## src/usb_dfu_defines.svh

```systemverilog
`ifndef USB_DFU_DEFINES_SVH
`define USB_DFU_DEFINES_SVH

// endpoint 0 packet size, also the upload block size
`define USB_MAX_IN_PACKET 32

// firmware page seen by DFU_UPLOAD
`define DFU_FW_PAGE_SIZE 4096
`define DFU_FW_ADDR_W 12

// descriptor table layout
`define DESC_TABLE_DEPTH 64
`define DESC_DEVICE_OFS 'h00
`define DESC_CONFIG_OFS 'h12
`define DESC_LANGID_OFS 'h2D

`define DESC_DEVICE_LEN 18
`define DESC_CONFIG_LEN 27   // config + interface + dfu functional
`define DESC_LANGID_LEN 4

// GETSTATUS reply, GETSTATE reads only the state byte
`define DFU_STATUS_LEN 6
`define DFU_STATE_OFS 4

`endif

```

## src/dfu_pkg.sv

```systemverilog
package dfu_pkg;

  // bState values, only the ones this device can reach
  typedef enum logic [7:0] {
    app_idle        = 8'h00,
    dfu_idle        = 8'h02,
    dfu_upload_idle = 8'h09,
    dfu_error       = 8'h0a
  } dfu_state_e;

  localparam logic [7:0] dfu_status_ok = 8'h00;

  // class requests on the DFU interface
  localparam logic [7:0] dfu_req_upload    = 8'h02;
  localparam logic [7:0] dfu_req_getstatus = 8'h03;
  localparam logic [7:0] dfu_req_getstate  = 8'h05;
  localparam logic [7:0] dfu_req_abort     = 8'h06;

endpackage

```

## src/usb_ctrl_pkg.sv

```systemverilog
package usb_ctrl_pkg;

  // wire order, first byte lands in the low bits
  typedef struct packed {
    logic [15:0] w_length;
    logic [15:0] w_index;
    logic [15:0] w_value;
    logic [7:0]  b_request;
    logic [7:0]  bm_request_type;
  } setup_fields_t;

  typedef union packed {
    logic [7:0][7:0] bytes;  // capture side
    setup_fields_t   fields; // decode side
  } setup_pkt_u;

  typedef enum logic [2:0] {
    stage_idle,
    stage_setup,
    stage_data_in,
    stage_data_out,
    stage_status_in,
    stage_status_out
  } ctrl_stage_e;

  typedef enum logic [1:0] {
    src_none,
    src_desc,
    src_dfu_status,
    src_firmware
  } resp_src_e;

  localparam logic [1:0] req_type_standard = 2'd0; // bm_request_type[6:5]
  localparam logic [1:0] req_type_class    = 2'd1;

  localparam logic [7:0] req_get_descriptor    = 8'h06;
  localparam logic [7:0] req_set_address       = 8'h05;
  localparam logic [7:0] req_set_configuration = 8'h09;

  localparam logic [7:0] desc_type_device    = 8'h01;
  localparam logic [7:0] desc_type_config    = 8'h02;
  localparam logic [7:0] desc_type_string    = 8'h03;
  localparam logic [7:0] desc_type_qualifier = 8'h06;

endpackage

```

## src/resp_if.sv

```systemverilog
`timescale 1ns/1ps
`include "usb_dfu_defines.svh"

interface resp_if;
  import usb_ctrl_pkg::*;
  import dfu_pkg::*;

  resp_src_e                  src;
  logic [`DFU_FW_ADDR_W-1:0]  base_addr;
  logic [7:0]                 length;     // bytes to send, already clipped
  logic                       stall_req;
  logic [7:0]                 byte_index; // bytes already put
  dfu_state_e                 dfu_state;

  modport decoder (output src, base_addr, length, stall_req, dfu_state);

  modport stage (input length, stall_req, output byte_index);

  modport source (input src, base_addr, byte_index, dfu_state);

endinterface

```

## src/ctrl_xfer_fsm.sv

```systemverilog
`timescale 1ns/1ps

module ctrl_xfer_fsm (
  input  logic                     clk,
  input  logic                     reset,
  input  logic                     setup_start,
  input  logic                     pkt_end,
  input  usb_ctrl_pkg::setup_pkt_u setup,
  input  logic                     in_ep_grant,
  input  logic                     in_ep_data_free,
  input  logic                     in_ep_acked,
  input  logic                     out_ep_acked,
  output logic                     in_ep_req,
  output logic                     in_ep_data_put,
  output logic                     in_ep_data_done,
  output logic                     in_ep_stall,
  output logic                     setup_end,
  output logic                     status_end,
  resp_if.stage                    resp
);
  import usb_ctrl_pkg::*;

  ctrl_stage_e stage_q;
  ctrl_stage_e stage_d;
  logic        has_data;
  logic        dir_in;
  logic        all_sent;
  logic        step;     // one byte accepted by the endpoint
  logic        zlp;
  logic        done_q;

  assign has_data = |setup.fields.w_length;
  assign dir_in   = setup.fields.bm_request_type[7];
  assign all_sent = resp.byte_index >= resp.length;

  assign in_ep_req       = (stage_q == stage_data_in) && !all_sent;
  assign in_ep_data_put  = in_ep_req && in_ep_data_free;
  assign step            = in_ep_data_put && in_ep_grant;
  assign in_ep_data_done = done_q || zlp;

  //////////////////////////////////////////////////
  // stage machine
  //////////////////////////////////////////////////

  always_comb begin
    stage_d    = stage_q;
    setup_end  = 1'b0;
    status_end = 1'b0;
    zlp        = 1'b0;
    case (stage_q)
      stage_idle: if (setup_start) stage_d = stage_setup;
      stage_setup: begin
        if (pkt_end) begin
          setup_end = 1'b1;
          if (!has_data) begin
            stage_d = stage_status_in;
            zlp     = 1'b1; // no data stage, status goes out right away
          end else if (dir_in) begin
            stage_d = stage_data_in;
          end else begin
            stage_d = stage_data_out;
          end
        end
      end
      stage_data_in: begin
        if (in_ep_stall) begin
          stage_d    = stage_idle;
          status_end = 1'b1;
        end else if (in_ep_acked && all_sent) begin
          stage_d = stage_status_out;
        end
      end
      stage_data_out: begin
        if (out_ep_acked) begin // payload dropped
          stage_d = stage_status_in;
          zlp     = 1'b1;
        end
      end
      stage_status_in, stage_status_out: begin
        if ((stage_q == stage_status_in) ? in_ep_acked : out_ep_acked) begin
          stage_d    = stage_idle;
          status_end = 1'b1;
        end
      end
      default: stage_d = stage_idle;
    endcase
    if (setup_start) stage_d = stage_setup; // a new setup aborts the transfer
  end

  always_ff @(posedge clk) begin
    if (reset) begin
      stage_q         <= stage_idle;
      resp.byte_index <= 8'd0;
      done_q          <= 1'b0;
      in_ep_stall     <= 1'b0;
    end else begin
      stage_q     <= stage_d;
      done_q      <= step && (resp.byte_index + 8'd1 == resp.length);
      in_ep_stall <= resp.stall_req;
      if (stage_q == stage_idle || stage_q == stage_setup) begin
        resp.byte_index <= 8'd0;
      end else if (step) begin
        resp.byte_index <= resp.byte_index + 8'd1;
      end
    end
  end

  a_put_in_data: assert property (@(posedge clk) disable iff (reset)
    in_ep_data_put |-> stage_q == stage_data_in);

  // decoder length bounds the count for the whole transfer
  a_index_bound: assert property (@(posedge clk) disable iff (reset)
    resp.byte_index <= resp.length);

endmodule

```

## src/request_decoder.sv

```systemverilog
`timescale 1ns/1ps
`include "usb_dfu_defines.svh"

module request_decoder (
  input  logic                     clk,
  input  logic                     reset,
  input  usb_ctrl_pkg::setup_pkt_u setup,
  input  logic                     setup_end,
  input  logic                     status_end,
  output logic [6:0]               dev_addr,
  resp_if.decoder                  resp
);
  import usb_ctrl_pkg::*;
  import dfu_pkg::*;

  localparam int aw = `DFU_FW_ADDR_W;

  resp_src_e   src_d;
  logic [aw-1:0] base_d;
  logic [7:0]  table_len;
  logic [7:0]  len_d;
  logic        stall_d;
  logic        set_addr_d;
  logic        block_load;
  dfu_state_e  state_d;
  logic [15:0] block_start; // w_value of the first upload
  logic [15:0] block_delta;
  logic [31:0] upload_ofs;
  logic        addr_pending;
  logic [6:0]  new_addr;

  assign block_delta = setup.fields.w_value - block_start;
  assign upload_ofs  = 32'(block_delta) * `USB_MAX_IN_PACKET % `DFU_FW_PAGE_SIZE;

  //////////////////////////////////////////////////
  // request decode
  //////////////////////////////////////////////////

  always_comb begin
    src_d      = src_none;
    base_d     = '0;
    table_len  = 8'd0;
    stall_d    = 1'b0;
    set_addr_d = 1'b0;
    block_load = 1'b0;
    state_d    = resp.dfu_state;
    if (setup.fields.bm_request_type[6:5] == req_type_standard) begin
      case (setup.fields.b_request)
        req_get_descriptor: begin
          case (setup.fields.w_value[15:8])
            desc_type_device: begin
              src_d     = src_desc;
              base_d    = `DESC_DEVICE_OFS;
              table_len = `DESC_DEVICE_LEN;
            end
            desc_type_config: begin
              src_d     = src_desc;
              base_d    = `DESC_CONFIG_OFS;
              table_len = `DESC_CONFIG_LEN;
            end
            desc_type_string: begin
              if (setup.fields.w_value[7:0] == 8'd0) begin // language ids only
                src_d     = src_desc;
                base_d    = `DESC_LANGID_OFS;
                table_len = `DESC_LANGID_LEN;
              end
            end
            desc_type_qualifier: stall_d = 1'b1; // full speed only
            default: ;
          endcase
        end
        req_set_address: set_addr_d = 1'b1;
        req_set_configuration: src_d = src_none; // single config, nothing to do
        default: ;
      endcase
    end else if (setup.fields.bm_request_type[6:5] == req_type_class) begin
      case (setup.fields.b_request)
        dfu_req_upload: begin
          src_d     = src_firmware;
          table_len = 8'(`USB_MAX_IN_PACKET);
          if (resp.dfu_state == dfu_upload_idle) begin
            base_d = upload_ofs[aw-1:0];
          end else begin
            block_load = 1'b1; // first block starts the page
            state_d    = dfu_upload_idle;
          end
        end
        dfu_req_getstatus: begin
          src_d     = src_dfu_status;
          table_len = `DFU_STATUS_LEN;
        end
        dfu_req_getstate: begin
          src_d     = src_dfu_status;
          base_d    = `DFU_STATE_OFS;
          table_len = 8'd1;
        end
        dfu_req_abort: state_d = dfu_idle;
        default: ;
      endcase
    end
    len_d = (setup.fields.w_length < 16'(table_len)) ? setup.fields.w_length[7:0] : table_len;
  end

  always_ff @(posedge clk) begin
    if (reset) begin
      resp.src       <= src_none;
      resp.length    <= 8'd0;
      resp.stall_req <= 1'b0;
      resp.dfu_state <= dfu_idle;
      addr_pending   <= 1'b0;
      dev_addr       <= 7'd0;
    end else begin
      resp.stall_req <= setup_end && stall_d;
      if (setup_end) begin
        resp.src       <= src_d;
        resp.length    <= len_d;
        resp.dfu_state <= state_d;
        addr_pending   <= set_addr_d;
      end else if (status_end && addr_pending) begin
        dev_addr     <= new_addr; // status stage used the old address
        addr_pending <= 1'b0;
      end
    end
  end

  always_ff @(posedge clk) begin
    if (setup_end) begin
      resp.base_addr <= base_d;
      if (set_addr_d) new_addr <= setup.fields.w_value[6:0];
      if (block_load) block_start <= setup.fields.w_value;
    end
  end

endmodule

```

## src/response_rom.sv

```systemverilog
`timescale 1ns/1ps
`include "usb_dfu_defines.svh"

module response_rom (
  resp_if.source     resp,
  output logic [7:0] in_ep_data
);
  import usb_ctrl_pkg::*;
  import dfu_pkg::*;

  localparam int aw = `DFU_FW_ADDR_W;
  localparam int dw = $clog2(`DESC_TABLE_DEPTH);

  localparam logic [7:0] desc_table [`DESC_TABLE_DEPTH] = '{
    // device
    8'd18, 8'h01, 8'h00, 8'h01, 8'h00, 8'h00, 8'h00, 8'(`USB_MAX_IN_PACKET),
    8'h09, 8'h12, 8'hb1, 8'h70, 8'h00, 8'h00, 8'h00, 8'h00,
    8'h00, 8'h01,
    // configuration, self powered
    8'd9, 8'h02, 8'(`DESC_CONFIG_LEN), 8'h00, 8'h01, 8'h01, 8'h00, 8'hc0, 8'd50,
    // interface, application specific class, dfu mode
    8'd9, 8'h04, 8'h00, 8'h00, 8'h00, 8'hfe, 8'h01, 8'h02, 8'h00,
    // dfu functional, upload capable
    8'd9, 8'h21, 8'h02, 8'hff, 8'h00, 8'(`USB_MAX_IN_PACKET), 8'h00, 8'h1a, 8'h01,
    // string 0, us english
    8'd4, 8'h03, 8'h09, 8'h04,
    8'h00, 8'h00, 8'h00, 8'h00, 8'h00, 8'h00, 8'h00, 8'h00,
    8'h00, 8'h00, 8'h00, 8'h00, 8'h00, 8'h00, 8'h00
  };

  logic [aw-1:0] rd_addr;
  logic [7:0]    desc_byte;
  logic [7:0]    status_byte;
  logic [7:0]    fw_byte;

  assign rd_addr   = resp.base_addr + aw'(resp.byte_index);
  assign desc_byte = desc_table[rd_addr[dw-1:0]];
  assign fw_byte   = rd_addr[7:0]; // page pattern, byte equals its address

  always_comb begin
    case (rd_addr[2:0])
      3'd0:    status_byte = dfu_status_ok;
      3'd4:    status_byte = resp.dfu_state;
      default: status_byte = 8'h00; // poll timeout and istring
    endcase
  end

  always_comb begin
    case (resp.src)
      src_desc:       in_ep_data = desc_byte;
      src_dfu_status: in_ep_data = status_byte;
      src_firmware:   in_ep_data = fw_byte;
      default:        in_ep_data = 8'h00;
    endcase
  end

endmodule

```

## src/setup_capture.sv

```systemverilog
`timescale 1ns/1ps

module setup_capture (
  input  logic                     clk,
  input  logic                     reset,
  input  logic                     out_ep_data_avail,
  input  logic                     out_ep_grant,
  input  logic                     out_ep_setup,
  input  logic [7:0]               out_ep_data,
  output logic                     setup_start,
  output logic                     pkt_end,
  output usb_ctrl_pkg::setup_pkt_u setup
);

  logic       avail_q;
  logic       data_valid;  // out_ep_data holds a byte this cycle
  logic       wr_en;
  logic [2:0] wr_idx;
  logic [2:0] wr_ptr;
  logic       ptr_full;    // all eight bytes written

  assign wr_en  = data_valid && out_ep_setup;
  assign wr_idx = setup_start ? 3'd0 : wr_ptr; // first byte comes with setup_start

  always_ff @(posedge clk) begin
    if (reset) begin
      avail_q     <= 1'b0;
      data_valid  <= 1'b0;
      setup_start <= 1'b0;
      pkt_end     <= 1'b0;
    end else begin
      avail_q     <= out_ep_data_avail;
      data_valid  <= out_ep_data_avail && out_ep_grant;
      setup_start <= out_ep_data_avail && !avail_q && out_ep_setup;
      pkt_end     <= !out_ep_data_avail && avail_q;
    end
  end

  always_ff @(posedge clk) begin
    if (reset) begin
      wr_ptr   <= 3'd0;
      ptr_full <= 1'b0;
    end else if (wr_en) begin
      wr_ptr   <= wr_idx + 3'd1;
      ptr_full <= (wr_idx == 3'd7);
    end else if (setup_start) begin
      wr_ptr   <= 3'd0;
      ptr_full <= 1'b0;
    end
  end

  always_ff @(posedge clk) begin
    if (wr_en) setup.bytes[wr_idx] <= out_ep_data;
  end

  // a setup packet never carries a ninth byte
  a_no_wrap: assert property (@(posedge clk) disable iff (reset)
    wr_en && !setup_start |-> !ptr_full);

endmodule

```

## src/usb_dfu_ctrl_top.sv

```systemverilog
`timescale 1ns/1ps

module usb_dfu_ctrl_top (
  input  logic       clk,
  input  logic       reset,
  output logic [6:0] dev_addr,

  // out endpoint
  output logic       out_ep_req,
  input  logic       out_ep_grant,
  input  logic       out_ep_data_avail,
  input  logic       out_ep_setup,
  output logic       out_ep_data_get,
  input  logic [7:0] out_ep_data,
  output logic       out_ep_stall,
  input  logic       out_ep_acked,

  // in endpoint
  output logic       in_ep_req,
  input  logic       in_ep_grant,
  input  logic       in_ep_data_free,
  output logic       in_ep_data_put,
  output logic [7:0] in_ep_data,
  output logic       in_ep_data_done,
  output logic       in_ep_stall,
  input  logic       in_ep_acked
);
  import usb_ctrl_pkg::*;

  setup_pkt_u setup;
  logic       setup_start;
  logic       pkt_end;
  logic       setup_end;
  logic       status_end;

  assign out_ep_req      = out_ep_data_avail; // take every out byte offered
  assign out_ep_data_get = out_ep_data_avail;
  assign out_ep_stall    = 1'b0;

  resp_if resp0 ();

  setup_capture capture0 (
    .clk, .reset, .out_ep_data_avail, .out_ep_grant, .out_ep_setup, .out_ep_data,
    .setup_start, .pkt_end, .setup
  );

  ctrl_xfer_fsm xfer_fsm0 (
    .clk, .reset, .setup_start, .pkt_end, .setup,
    .in_ep_grant, .in_ep_data_free, .in_ep_acked, .out_ep_acked,
    .in_ep_req, .in_ep_data_put, .in_ep_data_done, .in_ep_stall,
    .setup_end, .status_end, .resp(resp0.stage)
  );

  request_decoder decoder0 (
    .clk, .reset, .setup, .setup_end, .status_end, .dev_addr, .resp(resp0.decoder)
  );

  response_rom rom0 (
    .resp(resp0.source), .in_ep_data
  );

endmodule

```

## config.mk

```make
export PLATFORM = sky130hd
export DESIGN_NAME = usb_dfu_ctrl_top
export DESIGN_NICKNAME = d
export VERILOG_FILES = /design/src/dfu_pkg.sv /design/src/usb_ctrl_pkg.sv /design/src/resp_if.sv /design/src/ctrl_xfer_fsm.sv /design/src/request_decoder.sv /design/src/response_rom.sv /design/src/setup_capture.sv /design/src/usb_dfu_ctrl_top.sv
export VERILOG_INCLUDE_DIRS = /design/src /design/src/src
export SDC_FILE = /design/constraint.sdc
export NUM_CORES = 1
export LEC_CHECK = 0
export BUFFER_PORTS_ARGS = -buffer_cell sky130_fd_sc_hd__buf_2
export CORE_MARGIN = 5
export CORE_UTILIZATION = 35
export CTS_CLUSTER_SIZE = 8
export DETAILED_ROUTE_END_ITERATION = 6
export GPL_TIMING_DRIVEN = 0
export PLACE_DENSITY = 0.59
export SYNTH_ARGS = -nofsm -noshare
export SYNTH_HDL_FRONTEND = slang
export SYNTH_SLANG_ARGS = --single-unit
```

## constraint.sdc

```tcl
create_clock -name clk -period 10.4 [get_ports clk]
set_clock_uncertainty 0.2 [all_clocks]
set_input_delay 2.08 -clock clk [delete_from_list [all_inputs] [get_ports clk]]
set_output_delay 2.08 -clock clk [all_outputs]
set_load 0.01 [all_outputs]
```

; ---- After elaboration in Yosys (flattened, before gate mapping)
; Memories as Yosys holds them, arrays and structs flattened.
; Index checks and enable logic that the tools add are counted.
[word_totals]
regBits = 129
mem_bits_ro = 512
input_bits = 17
out_inout_bits = 22
wordCells = 160
n_memories = 1
[memory_table]
columns = memory, depth, word_bits, read_ports, rd_clocked_by_memory_dff, write_ports, line
row1 = (name not given), 64, 8, 1, 0, 0, response_rom.sv:37  ; assign desc_byte = desc_table[rd_addr[dw-1:0]];
[op_classes]
addsub = 4
magnitude_cmp = 5
eq_ne = 30
muxes = 61
n_bitwise = 4
reduce_logical = 35
[op_table]
columns = cell, n
row1 = 8-bit two-way mux, 13
row2 = 64-bit bitwise mux, 1
row3 = 8-bit case mux with 3 select lines, 2
row4 = 8-bit by 2-bit equality test with 1-bit output (second input constant), 4
row5 = 8-bit case mux with 2 select lines, 2
row6 = 3-bit two-way mux, 9
row7 = 8-bit demux with 3-bit select, 1
row8 = 8-bit by 3-bit equality test with 1-bit output (second input constant), 3
row9 = 1-bit two-way mux, 22
row10 = 6-bit case mux with 3 select lines, 1
row11 = 16-bit by 8-bit less-than comparator with 1-bit output, 1
row12 = 16-bit OR reduction, 1
row13 = 3-bit case mux with 5 select lines, 1
row14 = 5-bit AND reduction, 3
row15 = 1-bit logical AND, 13
row16 = 6-bit case mux with 2 select lines, 1
row17 = 2-bit OR reduction, 5
row18 = 3-bit equality test (second input constant), 3
row19 = 8-bit by 1-bit adder with 8-bit output (second input constant), 1
row20 = 8-bit adder, 1
row21 = 8-bit by 1-bit equality test with 1-bit output (second input constant), 1
row22 = 8-bit by 4-bit equality test with 1-bit output (second input constant), 1
row23 = 8-bit equality test, 1
row24 = 8-bit greater-or-equal comparator, 1
row25 = other kinds (27), 47

; ---- Depth between registers and ports, before layout
[logic_depth]
ltp_word = 7
ltp_mapped = 11
ltp_nobuf = 11

; ---- Cells and area by module
; From an unflattened synthesis, not the netlist that was laid out.
[hier_totals]
hier_cells = 656
area_unflattened_um2 = 7043.0
[by_module_without_submodules]
columns = module, n_inst, cells_each, area_per_inst_um2, seq_area_each_um2
row1 = request_decoder, 1, 220, 2378.5, 1141.1
row2 = setup_capture, 1, 99, 2232.1, 2062.0
row3 = response_rom, 1, 192, 1234.9, 0.0
row4 = ctrl_xfer_fsm, 1, 141, 1171.1, 260.2
row5 = usb_dfu_ctrl_top, 1, 4, 26.3, 0.0

; ---- Worst setup path before layout
; No wires, ideal clock.
[synth_path]
path_kind = register -> output
start = register decoder0.resp.base_addr[3]
end = output port in_ep_data[3]
arrival_time_ns = 2.574
t_required_ns = 8.120
path_slack_ns = 5.546
stages_incl_launch_ff = 11
n_path_buf = 1
cell_sequence = edfxtp_1 ha_1 fa_1 a21o_1 a21oi_1 xnor2_1 clkbuf_1 nand3_1 o21ai_0 a2111oi_0 a211oi_1
[synth_via]
elab_chain_cells = 6
[synth_rtl]
columns = element, line
row1 = "start, declared", resp_if.sv:15  ; modport decoder (output src, base_addr, length, stall_req, dfu_state);
row2 = "start signal, assigned", request_decoder.sv:128  ; resp.base_addr <= base_d;
row3 = 8-bit adder (*), response_rom.sv:36  ; assign rd_addr = resp.base_addr + aw'(resp.byte_index);
row4 = 6-bit inverter with 7-bit output (implied by the code), response_rom.sv:37
row5 = memory read 64 x 8 bit, --
row6 = 8-bit two-way mux (implied by the code) (2 in a row), response_rom.sv:37
row7 = 8-bit case mux with 3 select lines (*), response_rom.sv:49  ; case (resp.src)
row8 = "end, declared", usb_dfu_ctrl_top.sv:23  ; output logic [7:0] in_ep_data,
; Mark *: on every way between the ends. The rest lies on a longest branch, timed or not. The select of a mux whose other input is x is not followed.

; ---- Worst setup path after layout
; Same ends and word-level chain as after synthesis.

==> results.yml <==
synth:
  dominantRegCellSynth: "edfxtp_1"
  synth_warnings: 0
  synth_area_um2: 5470
  synth_edf_count: 59
  syn-mean-instance-area_um2: 10.2
  synth-async-reset-ratio: 0
  synth_nets: 587
  synth_cells: 539
  synth-seq-cells: 100
  ys_seq_area_frac: 0.474
  ys_types: 64
cts:
  cts_buffers: 9
  cts_root_buf: "clkbuf_16"
  clkTransAtPathRegs_ps: 60
  post_cts_buffers: 0
  cts_tree: "done"
  ctsResizeCount: 0
  cts_hold_buf: 0
  clock_path_buffers: 2
  cts-htree-levels: 3
  clock_sinks: 100
  insertion_delay_ps: 340
hold_path:
  min_from: "decoder0.resp.stall_req"
  min_path_type: "flip-flop to flip-flop"
  whs_endpoint: "xfer_fsm0.in_ep_stall"
  hold_depth: 1
die:
  io_pins: 39
  dieWidth_um: 135
  start_util: 0.359
  die_area_um2: 18200
  core_area_um2: 15300
  die_height_um: 135
  rows: 45
global_routing:
  track_usage: 0.138
  grt_max_degree: 17
  overflow: 0
  grt_pass1_wl_um: 20300
  antenna_found_initial: 0
  grt_pass1_vias: 4037
place:
  pre_cts_slack_ps: 5120
  gp_congestion: 0.870
  hpwlAfterDp_um: 9510
  port_buffers: 36
setup_path:
  critical-path-top-delay-family: "compound AO/OA/AOI/OAI gates"
  end_kind: "output pin"
  critical_path.max_stage_delay_ps: 450
  critPathBufInv: 2
  critPathArrivalTime_ps: 3430
  critPathSlowestCell: "a2111oi_0"
  worstPathMaxFanout: 10
  reg2reg_from: "capture0.setup[13]"
  cp.required_ps: 8120
  ff2ff_path_depth: 11
  path_cells: "ha_1 -> fa_1 -> a21o_1 -> a21oi_1 -> xnor2_1 -> clkbuf_1 -> o21ai_0 -> a2111oi_0 -> a211oi_1 -> buf_2"
  r2r_slack_ps: 6360
  start_kind: "flip-flop"
  r2r_end: "decoder0.resp.length[4]"
  path_class: "flip-flop to output pin"
route:
  wl_per_cell_um: 15.4
  routed_wl_um: 12300
  vias: 4151
  drt_iter0_drc: 208
  dr.pass1.iters: 4
  drc: 0
  via_per_inst: 5.18
  ant_nets: 0
layout:
  fill_cells: 1446
  drive_gt1_frac: 0.108
  final_common_cell: "edfxtp_1"
  layout_common_cells: "edfxtp_1, nor2_1, dfxtp_1"
  diodes: 0
  syn2layout_area_growth_pct: 13.7
  layout.nets: 634
timing:
  drv_slew: 0
  hold_viol_final: 0
  setup_tns_ps: 0
  worst_slack_ps: 4690
  fmax_ghz: 0.175
  setup_viol: 0
  tightest_slew_ps: 1100
  rsz0062_at_grt: "false"
  period_minus_slack_ps: 5710
  relSlewSlack: 0.264
  fin_crit_sh: 0.549
power_and_ir_drop:
  power_density_nw_per_um2: 133
  peakVddDrop_mv: 0.0970
  power.leakage_nw: 2.27
job:
  cap_violations: 0
outcome:
  outcome: "complete, no violations"
==> layout make-up <==
cell class	count	area, µm²	area share
Inverter	24	90.1	0.0145
Clock buffer	10	229	0.0368
Clock inverter	6	62.6	0.0101
Tap cell	211	264	0.0424
Multi-Input combinational cell	389	2690	0.433
Buffer	26	109	0.0175
Timing Repair Buffer	36	180	0.0290
Sequential cell	100	2590	0.417
==> worst max-delay path by stage <==
stage | startpoint | to | slack [ps] | depth (start not counted)
after floorplan | decoder0.resp.base_addr[3] | in_ep_data[3] | 5550 | 10
after global placement | xfer_fsm0.resp.byte_index[0] | in_ep_data[3] | 5180 | 10
after detailed placement | xfer_fsm0.resp.byte_index[0] | in_ep_data[3] | 5120 | 10
after CTS | xfer_fsm0.resp.byte_index[0] | in_ep_data[3] | 4720 | 10
after global routing | decoder0.resp.base_addr[3] | in_ep_data[3] | 4440 | 10
final | decoder0.resp.base_addr[3] | in_ep_data[3] | 4690 | 10
==> registers in the layout (all words and copies together) (netlist names), 2 cells and up <==
signal                     count
decoder0.new_addr              7
decoder0.resp.dfu_state        2
decoder0.resp.src              2
decoder0.dev_addr              7
decoder0.resp.length           8
xfer_fsm0.stage_q              3
decoder0.resp.base_addr        6
xfer_fsm0.resp.byte_index      8
decoder0.block_start           3
capture0.setup                43
capture0.wr_ptr                3
==> routing by layer <==
layer / global-route usage / routed length [µm] / up-vias
met1: 0.176 / 5560 / 1969
met2: 0.236 / 6110 / 70
li1: - / - / 2093
met3: 0.0231 / 419 / 19
met4: 0.0476 / 255 / 0
met5: 0 / 0 / -
==> kinds of logic after synthesis <==
logic type	share of synthesized area
AND/OR/NAND/NOR	0.193
AO/OA/AOI/OAI	0.147
flip-flops	0.474
buffers and inverters	0.0364
adder cells (fa/ha/maj)	0.0736
XOR/XNOR	0.0480
multiplexers	0.0274
other	0.000685
==> through the flow <==
stage / area (µm²) / hold slack [ps] / power [W] / cells / util
floorplan: 5470 / 214 / 0.000488 / 539 / -
global placement: 5920 / 226 / 0.000508 / 786 / 0.388
detailed placement: 5930 / 235 / 0.000509 / 786 / 0.389
CTS: 6220 / 251 / 0.000831 / 802 / 0.408
global route: 6220 / 264 / 0.000860 / 802 / 0.408
finish: 6220 / 249 / 0.000826 / 802 / 0.408
==> synthesized netlist by cell type, drive strengths merged, types with 10 or more instances <==
cell	n	area (µm²)
a211oi	10	90.1
nand3	13	65.1
edfxtp	59	1770
a21o	10	75.1
dfxtp	41	821
nand2	36	135
a21oi	25	125
nor4	14	109
clkbuf	22	82.6
nor3	19	100
ha	29	363
nor2b	10	62.6
xor2	10	87.6
mux2i	15	150
nor2	56	210
o21ai	17	85.1
inv	24	90.1
xnor2	20	175
==> report_power, final <==
group	total, W	switching [W]	internal [W]
sequential	0.000425	0.00000211	0.000423
combinational	0.0000760	0.0000481	0.0000279
clock	0.000325	0.000139	0.000186
No activity file was read; power rests on OpenSTA's default activity.
